$ cat src/logic/icache_macros.svh
// Sizing macros for the instruction cache
// Program counter, line, cache, fetch and warp dimensions

`ifndef ICACHE_MACROS_SVH
`define ICACHE_MACROS_SVH

// Program counter width in bits
`define ICACHE_PC_WIDTH 8

// Slot bits within a line, four instructions per line
`define ICACHE_LINE_IDX_BITS 2

// Number of lines in the cache
`define ICACHE_NUM_LINES 8

// Instructions returned per fetch, at most one line
`define ICACHE_FETCH_WIDTH 4

// Encoded instruction width
`define ICACHE_INST_WIDTH 4

`define ICACHE_NUM_WARPS 8

`endif

$ cat src/logic/icache_pkg.sv
// Width types and controller state encoding for the instruction cache

`include "icache_macros.svh"

package icache_pkg;

    // PC = {tag, line select, slot}
    typedef logic [`ICACHE_PC_WIDTH-1:0]           pc_t;
    typedef logic [`ICACHE_LINE_IDX_BITS-1:0]      line_off_t;
    typedef logic [$clog2(`ICACHE_NUM_LINES)-1:0]  line_sel_t;
    typedef logic [`ICACHE_PC_WIDTH-`ICACHE_LINE_IDX_BITS
                   -$clog2(`ICACHE_NUM_LINES)-1:0] tag_t;

    // Memory line address, the PC without its slot bits
    typedef logic [`ICACHE_PC_WIDTH-`ICACHE_LINE_IDX_BITS-1:0] line_addr_t;

    typedef logic [`ICACHE_INST_WIDTH-1:0] enc_inst_t;
    typedef logic [(`ICACHE_INST_WIDTH << `ICACHE_LINE_IDX_BITS)-1:0] line_data_t;

    typedef logic [`ICACHE_FETCH_WIDTH-1:0]       fetch_mask_t;
    typedef logic [$clog2(`ICACHE_NUM_WARPS)-1:0] wid_t;

    // Request controller states
    typedef enum logic [1:0] {
        IDLE     = 2'd0,
        LOOKUP   = 2'd1,
        WAIT_MEM = 2'd2,
        WAIT_DEC = 2'd3
    } icache_state_e;

endpackage

$ cat src/logic/icache_line_if.sv
// Controller to line store path: lookup, refill write and invalidate

`timescale 1ns/1ps

interface icache_line_if;
    import icache_pkg::*;

    // Request side, driven by the controller
    logic       lookup_req;
    logic       write_en;
    line_sel_t  line_sel;
    tag_t       write_tag;
    line_data_t write_data;
    logic       clear_all;

    // Registered lookup result, one cycle after lookup_req
    logic       read_valid;
    tag_t       read_tag;
    line_data_t read_data;

    modport ctrl (
        output lookup_req, write_en, line_sel, write_tag, write_data, clear_all,
        input  read_valid, read_tag, read_data
    );

    modport store (
        input  lookup_req, write_en, line_sel, write_tag, write_data, clear_all,
        output read_valid, read_tag, read_data
    );

endinterface

$ cat src/logic/icache_line_store.sv
// Tag array, instruction array and valid bits of the instruction cache
// Synchronous read with one cycle latency, write on the sampling edge

`timescale 1ns/1ps

`include "icache_macros.svh"

module icache_line_store (
    input logic          clk_i,
    input logic          rst_ni,
    icache_line_if.store line_if
);
    import icache_pkg::*;

    // ################################################
    // Storage
    // ################################################

    tag_t                         tag_mem  [`ICACHE_NUM_LINES];
    line_data_t                   data_mem [`ICACHE_NUM_LINES];
    logic [`ICACHE_NUM_LINES-1:0] valid_q;

    // Valid bits, cleared all at once on a flush
    always_ff @(posedge clk_i or negedge rst_ni) begin
        if (!rst_ni) begin
            valid_q <= '0;
        end else if (line_if.clear_all) begin
            valid_q <= '0;
        end else if (line_if.write_en) begin
            valid_q[line_if.line_sel] <= 1'b1;
        end
    end

    // Refill write of tag and line
    always_ff @(posedge clk_i) begin
        if (line_if.write_en) begin
            tag_mem[line_if.line_sel]  <= line_if.write_tag;
            data_mem[line_if.line_sel] <= line_if.write_data;
        end
    end

    // ################################################
    // Lookup read port
    // ################################################

    // Valid bit of the looked up line
    always_ff @(posedge clk_i or negedge rst_ni) begin
        if (!rst_ni) begin
            line_if.read_valid <= 1'b0;
        end else if (line_if.lookup_req) begin
            line_if.read_valid <= valid_q[line_if.line_sel];
        end
    end

    // Tag and data held until the next lookup
    always_ff @(posedge clk_i) begin
        if (line_if.lookup_req) begin
            line_if.read_tag  <= tag_mem[line_if.line_sel];
            line_if.read_data <= data_mem[line_if.line_sel];
        end
    end

endmodule

$ cat src/logic/icache_ctrl.sv
// Request FSM of the instruction cache
// Active request register, hit check, refill buffer and pending flush

`timescale 1ns/1ps

module icache_ctrl (
    input  logic                     clk_i,
    input  logic                     rst_ni,
    input  logic                     flush_i,
    // Fetcher
    input  logic                     fe_valid_i,
    output logic                     ic_ready_o,
    input  icache_pkg::pc_t          fe_pc_i,
    input  icache_pkg::fetch_mask_t  fe_fetch_mask_i,
    input  icache_pkg::wid_t         fe_warp_id_i,
    // Memory
    output logic                     mem_req_o,
    input  logic                     mem_ready_i,
    output icache_pkg::line_addr_t   mem_addr_o,
    input  logic                     mem_valid_i,
    input  icache_pkg::line_data_t   mem_data_i,
    // Decoder side, sliced by the aligner
    input  logic                     dec_ready_i,
    output logic                     out_present_o,
    output icache_pkg::line_data_t   out_line_o,
    output icache_pkg::pc_t          out_pc_o,
    output icache_pkg::fetch_mask_t  out_fetch_mask_o,
    output icache_pkg::wid_t         out_warp_id_o,
    // Line store
    icache_line_if.ctrl              line_if
);
    import icache_pkg::*;

    icache_state_e state_q, state_d;
    logic          flush_q;

    // Active request
    pc_t         active_pc_q;
    fetch_mask_t active_mask_q;
    wid_t        active_wid_q;
    line_data_t  refill_q;

    logic hit;
    logic slot_free;
    logic flush_take;
    logic fe_accept;

    // ################################################
    // Hit check and handshakes
    // ################################################

    assign hit = line_if.read_valid
              && (line_if.read_tag == tag_t'(active_pc_q >> ($bits(line_off_t)
                                                            + $bits(line_sel_t))));

    assign out_present_o = ((state_q == LOOKUP) && hit) || (state_q == WAIT_DEC);

    // Free for a new request when idle or when the decoder takes the result
    assign slot_free  = (state_q == IDLE) || (out_present_o && dec_ready_i);
    // Pending flush wins over a new fetch
    assign flush_take = slot_free && flush_q;
    assign ic_ready_o = slot_free && !flush_q;
    assign fe_accept  = ic_ready_o && fe_valid_i;

    assign mem_req_o  = (state_q == LOOKUP) && !hit;
    assign mem_addr_o = mem_req_o ? line_addr_t'(active_pc_q >> $bits(line_off_t)) : '0;

    // Store requests
    assign line_if.lookup_req = fe_accept;
    assign line_if.write_en   = (state_q == WAIT_MEM) && mem_valid_i;
    assign line_if.line_sel   = fe_accept ? line_sel_t'(fe_pc_i >> $bits(line_off_t))
                                          : line_sel_t'(active_pc_q >> $bits(line_off_t));
    assign line_if.write_tag  = tag_t'(active_pc_q >> ($bits(line_off_t) + $bits(line_sel_t)));
    assign line_if.write_data = mem_data_i;
    assign line_if.clear_all  = flush_take;

    // ################################################
    // Next state
    // ################################################

    always_comb begin
        state_d = state_q;
        case (state_q)
            IDLE: begin
                if (fe_accept) begin
                    state_d = LOOKUP;
                end
            end
            LOOKUP: begin
                if (!hit) begin
                    if (mem_ready_i) begin
                        state_d = WAIT_MEM;
                    end
                end else if (dec_ready_i) begin
                    state_d = fe_accept ? LOOKUP : IDLE;
                end
            end
            WAIT_MEM: begin
                if (mem_valid_i) begin
                    state_d = WAIT_DEC;
                end
            end
            WAIT_DEC: begin
                if (dec_ready_i) begin
                    state_d = fe_accept ? LOOKUP : IDLE;
                end
            end
            default: state_d = IDLE;
        endcase
    end

    always_ff @(posedge clk_i or negedge rst_ni) begin
        if (!rst_ni) begin
            state_q <= IDLE;
            flush_q <= 1'b0;
        end else begin
            state_q <= state_d;
            // A flush arriving while one is consumed stays pending
            flush_q <= flush_i || (flush_q && !flush_take);
        end
    end

    // Request payload and refill line
    always_ff @(posedge clk_i) begin
        if (fe_accept) begin
            active_pc_q   <= fe_pc_i;
            active_mask_q <= fe_fetch_mask_i;
            active_wid_q  <= fe_warp_id_i;
        end
        if (line_if.write_en) begin
            refill_q <= mem_data_i;
        end
    end

    // ################################################
    // Outputs towards the decoder
    // ################################################

    // After a miss the line comes from the refill buffer
    assign out_line_o       = (state_q == WAIT_DEC) ? refill_q : line_if.read_data;
    assign out_pc_o         = out_present_o ? active_pc_q   : '0;
    assign out_fetch_mask_o = out_present_o ? active_mask_q : '0;
    assign out_warp_id_o    = out_present_o ? active_wid_q  : '0;

endmodule

$ cat src/logic/icache_fetch_align.sv
// Fetch window slicing: instructions and per-slot valid mask
// Slots past the end of the line are cut off

`timescale 1ns/1ps

`include "icache_macros.svh"

module icache_fetch_align (
    input  logic                                               present_i,
    input  icache_pkg::line_data_t                             line_i,
    input  icache_pkg::pc_t                                    pc_i,
    input  icache_pkg::fetch_mask_t                            fetch_mask_i,
    output icache_pkg::enc_inst_t [`ICACHE_FETCH_WIDTH-1:0]    inst_o,
    output icache_pkg::fetch_mask_t                            valid_o
);
    import icache_pkg::*;

    localparam int unsigned LINE_INSTS = 1 << `ICACHE_LINE_IDX_BITS;

    line_off_t offset;

    // Slot of the first instruction
    assign offset = line_off_t'(pc_i);

    always_comb begin
        line_off_t slot;

        inst_o  = '0;
        valid_o = '0;
        for (int k = 0; k < `ICACHE_FETCH_WIDTH; k++) begin
            slot = line_off_t'(int'(offset) + k);
            // Window must stay inside the line
            if (present_i && fetch_mask_i[k] && ((int'(offset) + k) < LINE_INSTS)) begin
                valid_o[k] = 1'b1;
                inst_o[k]  = line_i[slot*$bits(enc_inst_t) +: $bits(enc_inst_t)];
            end
        end
    end

endmodule

$ cat src/logic/instruction_cache.sv
// Direct-mapped instruction cache top level
// Controller, line store and fetch aligner behind plain ports

`timescale 1ns/1ps

`include "icache_macros.svh"

module instruction_cache (
    input  logic                                             clk_i,
    input  logic                                             rst_ni,
    input  logic                                             flush_i,
    // Memory request and response
    input  logic                                             mem_ready_i,
    output logic                                             mem_req_o,
    output icache_pkg::line_addr_t                           mem_addr_o,
    input  logic                                             mem_valid_i,
    input  icache_pkg::line_data_t                           mem_data_i,
    // Fetcher
    input  logic                                             fe_valid_i,
    output logic                                             ic_ready_o,
    input  icache_pkg::pc_t                                  fe_pc_i,
    input  icache_pkg::fetch_mask_t                          fe_fetch_mask_i,
    input  icache_pkg::wid_t                                 fe_warp_id_i,
    // Decoder
    input  logic                                             dec_ready_i,
    output icache_pkg::fetch_mask_t                          ic_valid_o,
    output icache_pkg::fetch_mask_t                          ic_fetch_mask_o,
    output icache_pkg::pc_t                                  ic_pc_o,
    output icache_pkg::wid_t                                 ic_warp_id_o,
    output icache_pkg::enc_inst_t [`ICACHE_FETCH_WIDTH-1:0]  ic_inst_o
);
    import icache_pkg::*;

    logic       out_present;
    line_data_t out_line;

    icache_line_if line_if ();

    icache_line_store u_line_store (
        .clk_i   (clk_i),
        .rst_ni  (rst_ni),
        .line_if (line_if.store)
    );

    icache_ctrl u_ctrl (
        .clk_i            (clk_i),
        .rst_ni           (rst_ni),
        .flush_i          (flush_i),
        .fe_valid_i       (fe_valid_i),
        .ic_ready_o       (ic_ready_o),
        .fe_pc_i          (fe_pc_i),
        .fe_fetch_mask_i  (fe_fetch_mask_i),
        .fe_warp_id_i     (fe_warp_id_i),
        .mem_req_o        (mem_req_o),
        .mem_ready_i      (mem_ready_i),
        .mem_addr_o       (mem_addr_o),
        .mem_valid_i      (mem_valid_i),
        .mem_data_i       (mem_data_i),
        .dec_ready_i      (dec_ready_i),
        .out_present_o    (out_present),
        .out_line_o       (out_line),
        .out_pc_o         (ic_pc_o),
        .out_fetch_mask_o (ic_fetch_mask_o),
        .out_warp_id_o    (ic_warp_id_o),
        .line_if          (line_if.ctrl)
    );

    // Window slicing reads the same PC and mask the decoder sees
    icache_fetch_align u_fetch_align (
        .present_i    (out_present),
        .line_i       (out_line),
        .pc_i         (ic_pc_o),
        .fetch_mask_i (ic_fetch_mask_o),
        .inst_o       (ic_inst_o),
        .valid_o      (ic_valid_o)
    );

endmodule

$ cat config.mk
export PLATFORM = sky130hd
export DESIGN_NAME = instruction_cache
export DESIGN_NICKNAME = d
export VERILOG_FILES = /design/src/logic/icache_pkg.sv /design/src/logic/icache_line_if.sv /design/src/logic/icache_line_store.sv /design/src/logic/icache_ctrl.sv /design/src/logic/icache_fetch_align.sv /design/src/logic/instruction_cache.sv
export VERILOG_INCLUDE_DIRS = /design/src /design/src/logic
export SDC_FILE = /design/constraint.sdc
export NUM_CORES = 1
export LEC_CHECK = 0
export BUFFER_PORTS_ARGS = -buffer_cell sky130_fd_sc_hd__buf_4
export CORE_MARGIN = 1.5
export CORE_UTILIZATION = 45
export DETAILED_ROUTE_END_ITERATION = 10
export GPL_TIMING_DRIVEN = 0
export SLEW_MARGIN = 10
export SYNTH_ARGS = -nofsm -noshare
export SYNTH_HDL_FRONTEND = slang
export SYNTH_SLANG_ARGS = --single-unit
$ cat constraint.sdc
create_clock -name clk_i -period 11.05 [get_ports clk_i]
set_input_delay 1.105 -clock clk_i [delete_from_list [all_inputs] [get_ports clk_i]]
set_output_delay 1.105 -clock clk_i [all_outputs]
set_load 0.005 [all_outputs]
; Word level (Yosys, flattened, before mapping)
; Memory sizes are Yosys's and may differ from the RTL's. A register that Yosys moved wholly into a read port is not among the register bits.
; Cells that the tools add are included.
[classes]
n_addsub = 6
n_reduce_logical = 27
order_cmp = 6
muxes = 29
n_bitwise = 1
shift = 4
n_eq_ne = 7
[op_table]
columns = op, count
row1 = $lt 32x3->1 const B, 3
row2 = $shiftx 16x5->4, 4
row3 = $mux 8, 3
row4 = $mux 4, 5
row5 = $logic_and 1x1->1, 18
row6 = $mux 16, 1
row7 = $mux 2, 5
row8 = $mux 1, 9
row9 = $or 8x8->8, 1
row10 = $pmux 2 s4, 1
row11 = $add 2x2->3 const B, 2
row12 = $mux 3, 2
row13 = $mux 6, 1
row14 = $add 2x2->2 const B, 2
row15 = $eq 2x2->1 const B, 2
row16 = $lt 3x4->1 const B, 1
row17 = $add 2x1->3 const B, 1
row18 = $bmux 1 s3, 1
row19 = $demux 1 s3, 1
row20 = $eq 3x3->1, 1
row21 = $ge 3x1->1 const B, 1
row22 = $logic_not 1->1, 3
row23 = $logic_or 1x1->1, 3
row24 = $lt 2x3->1 const B, 1
row25 = other kinds (8), 8
[word_totals]
out_inout_bits = 43
regBits = 43
input_bits = 38
ram_bits = 152
word_cells = 90
memories = 2
[mem_list]
columns = memory, depth, width, read_ports, rd_clocked_by_memory_dff, write_ports, line_no
row1 = u_line_store.data_mem, 8, 16, 1, 1, 1, icache_line_store.sv:20  ; line_data_t data_mem [`ICACHE_NUM_LINES];
row2 = u_line_store.tag_mem, 8, 3, 1, 1, 1, icache_line_store.sv:19  ; tag_t tag_mem [`ICACHE_NUM_LINES];

; Logic depth before layout (Yosys ltp)
[depth]
ltp_word = 16
ltp_mapped = 10
ltp_nobuf = 8

; By module
; From an unflattened synthesis, not the netlist that was laid out.
[hier_totals]
hier_cells = 567
area_unflattened_um2 = 9085.0
[by_module_without_submodules]
columns = mod, cells_each, seq_area_each_um2, area_each_um2, n_inst
row1 = icache_line_store, 392, 5360.1, 6915.4, 1
row2 = icache_ctrl, 125, 1006.0, 1770.4, 1
row3 = icache_fetch_align, 50, 0.0, 399.1, 1

; Worst setup path after synthesis
; No wires, ideal clock.
[synth_path]
path_type = input to register
startpoint = in dec_ready_i
endpoint = mem u_line_store.data_mem[6][0] (netlist bit), enable pin
stages = 7
path_buffers = 2
required_ps = 10654
setup_time_ps = 396
slack_ps = 6933
arrival_ps = 3721
path_cell_list = nand2_1 nand4b_1 a211oi_4 buf_2 a31oi_1 clkbuf_1 nor2_1
[synth_via]
elab_chain_cells = 5
[synth_lines]
columns = element, line_no
row1 = start: declaration, instruction_cache.sv:25  ; input logic dec_ready_i,
row2 = $logic_and 1x1->1, icache_ctrl.sv:59  ; assign slot_free = (state_q == IDLE) || (out_present_o && dec_ready_i);
row3 = $logic_or 1x1->1, icache_ctrl.sv:59
row4 = $logic_and 1x1->1, icache_ctrl.sv:62  ; assign ic_ready_o = slot_free && !flush_q;
row5 = $logic_and 1x1->1, icache_ctrl.sv:63  ; assign fe_accept = ic_ready_o && fe_valid_i;
row6 = $mux 3, icache_ctrl.sv:71  ; assign line_if.line_sel = fe_accept ? line_sel_t'(fe_pc_i >> $bits(line_off_t))
row7 = end: declaration, icache_line_store.sv:20
; Every way passes these cells.

==> flow_summary.json <==
{
  "peakVddDrop_uv": 116,
  "setup_viol_count_final": 0,
  "cp-start-kind": "flip-flop",
  "clk_latency_ns": 0.51,
  "start_util": 0.465,
  "final_area_mm2": 0.0105,
  "clkSinkCount": 214,
  "area_growth_pct": 19.9,
  "cts_buffers": 22,
  "total_power_mw": 2.22,
  "cts_max_path_buffers": 3,
  "clock.fmax_mhz": 186,
  "synthArstFlopShare": 0.0561,
  "htreeDepth": 1,
  "crit_type": "reg -> out",
  "post_drt_wl_per_cell_um": 20.6,
  "overflow": 0,
  "synth_edf_count": 202,
  "post-dp-hpwl_um": 13800,
  "power_leakage_nw": 4.04,
  "finalHoldViolations": 0,
  "multi_input_area_mm2": 0.00227,
  "drt_iter0_drc": 412,
  "place_inst": 1009,
  "gr-usage-met1": 0.275,
  "cts_root_buf": "clkbuf_16",
  "synth_compound_area_frac": 0.0671,
  "timing.slew.headroom": 0.269,
  "cap_violations": 0,
  "die_y_um": 143,
  "cp_data_required_time_ns": 9.95,
  "period_minus_slack_ns": 5.37,
  "synth_cells": 665,
  "rsz0062_at_grt": "no",
  "synthAdderAreaFrac": 0.00285,
  "die_x_um": 143,
  "hold_slack_ns": 0.426,
  "pwr-share-comb": 0.215,
  "grt_pass1_wl_um": 32700,
  "drc": 0,
  "via_per_inst": 5.38,
  "synthMuxAreaShare": 0.0540,
  "synth_top_family_by_area": "simple AND/OR/NAND/NOR gates",
  "ant_nets": 0,
  "worstPathArrival_ns": 4.27,
  "fillers": 1556,
  "drt-total-wl_um": 21600,
  "p_per_area_mw_per_mm2": 210,
  "pwr-share-clk": 0.339,
  "syn-num-nets": 705,
  "swShare": 0.283,
  "grt_use_total": 0.218,
  "syn_avg_cell_area_um2": 13.2,
  "gp_congestion": 0.773,
  "netlist_area_mm2": 0.00878,
  "numPortBuffers": 80,
  "grt_util_met2": 0.393,
  "grtUsageMet3": 0.0275,
  "drtPass1Iterations": 4,
  "placed_area_mm2": 0.00981,
  "rows": 50,
  "worst_slack_ns": 5.68,
  "switchingPower_mw": 0.627,
  "utilization": 0.558,
  "grt_pass1_vias": 5671,
  "synth-main-ff-cell": "edfxtp_1",
  "ys_seq_elements": 214,
  "worstMarginPinSlew_ns": 1.10,
  "design.core.area_mm2": 0.0189,
  "cts_tree": "yes",
  "finalCritPeriodShare": 0.486,
  "postCtsSetupBuffers": 0,
  "layout-drive-gt1-share": 0.175,
  "yosysWarnings": 0,
  "ys_seq_area_frac": 0.725,
  "synth_xor_area_frac": 0.00299,
  "grt_max_degree": 44,
  "path_max_fanout": 11,
  "hold_buffers": 0,
  "num_vias": 5634,
  "hold_path_class": "in -> async",
  "p_int_mw": 1.59,
  "setup_tns_ns": 0,
  "drv_slew": 0,
  "synth.distinct_cells": 35,
  "p_seq_frac": 0.446,
  "seqCellArea_mm2": 0.00637,
  "antenna_found_initial": 0,
  "busiest_layer": "met2",
  "outcome": "finished, final reports clean",
  "cp-end-kind": "output port",
  "pre_cts_slack_ns": 6.07,
  "cts_resized": 0,
  "synth_simple_gate_area_frac": 0.127,
  "layout.nets": 813,
  "clkTransAtPathRegs_ns": 0.06,
  "design.die.area_mm2": 0.0204,
  "n_antenna_cell": 0,
  "ios": 81,
  "skew_ns": 0.0171,
  "final_cell_count_no_fill": 1047
}
==> state kept, by name (all words and copies together) (netlist names), 3 cells and up <==
name	count
u_ctrl.refill_q	16
u_line_store.line_if.read_tag	3
u_line_store.valid_q	8
u_ctrl.active_wid_q	3
u_line_store.data_mem	128
u_ctrl.active_pc_q	8
u_ctrl.active_mask_q	4
u_line_store.line_if.read_data	16
u_line_store.tag_mem	24
==> worst max-delay path, cell delays in order (launching register included) <==
cell,delay [ns]
edfxtp_1,0.56
xnor2_1,0.36
a41oi_1,0.20
nor2b_1,0.14
clkbuf_1,0.40
nand2_1,0.43
clkbuf_1,0.38
ha_1,0.37
buf_1,0.43
mux2i_1,0.28
nor2_1,0.07
buf_4,0.14
==> cells in the mapped netlist, types with 5 or more instances <==
cell type,number,area (µm²)
a21oi_1,79,395
mux2i_1,44,440
nor2_1,21,78.8
dfrtp_1,12,300
o21a_1,8,60.1
edfxtp_1,202,6070
nand2b_1,5,31.3
and2_1,19,119
buf_2,9,45.0
and3_1,6,37.5
inv_1,9,33.8
nand3_1,9,45.0
nand2_1,168,631
clkbuf_1,23,86.3
or4_1,18,135
==> cell type report <==
type                            instances  area share
Tap cell                              260      0.0309
Clock buffer                           30      0.0581
Timing Repair Buffer                   84      0.0627
Inverter                                9     0.00321
Multi-Input combinational cell        407       0.216
Clock inverter                          8      0.0108
Sequential cell                       214       0.604
Buffer                                 35      0.0143
==> worst paths after layout <==
kind	startpoint	to	slack, ns	depth (start not counted)
worst max register to register	u_ctrl.active_pc_q[7]	u_line_store.data_mem[7][13]	6.45	8
max in group asynchronous	rst_ni	u_line_store.valid_q[2]	10.47	1
worst min-delay path	rst_ni	u_line_store.valid_q[6]	0.43	1
min in group clk_i	u_line_store.valid_q[4]	u_line_store.valid_q[4]	0.49	1
worst max-delay path	u_ctrl.active_pc_q[7]	ic_inst_o[4]	5.68	11
worst min register to register	u_line_store.valid_q[4]	u_line_store.valid_q[4]	0.49	1
==> kinds of logic after synthesis <==
kind of cell / after synthesis
xor+xnor: 3
simple gates: 252
mux: 47
buf+inv: 44
flops: 214
compound gates: 103
fa+ha+maj: 2
==> per-layer routing <==
layer  vias up  share of wire
met1      2760           0.41
met2       218           0.50
met3        33          0.066
li1       2623              -
met4         0          0.019
met5         -              0
==> cells in the final DEF (no fill, tap or decap), types with 12 or more instances in the layout <==
| cell | instances |
|---|---|
| buf_4 | 82 |
| mux2i_1 | 44 |
| edfxtp_1 | 202 |
| a21oi_1 | 79 |
| or4_1 | 18 |
| clkbuf_16 | 23 |
| nor2_1 | 13 |
| clkbuf_1 | 29 |
| nand2_1 | 168 |
| dfrtp_1 | 12 |
| and2_1 | 19 |
==> power groups by stage <==
stage               registers [mW]  logic (mW)  clock network, mW
floorplan                    0.997       0.286                  0
global placement              1.00       0.462                  0
detailed placement            1.00       0.478                  0
CTS                          0.988       0.480              0.758
global route                 0.993       0.524              0.787
finish                       0.988       0.477              0.750
Power figures use the tool's default switching activity.
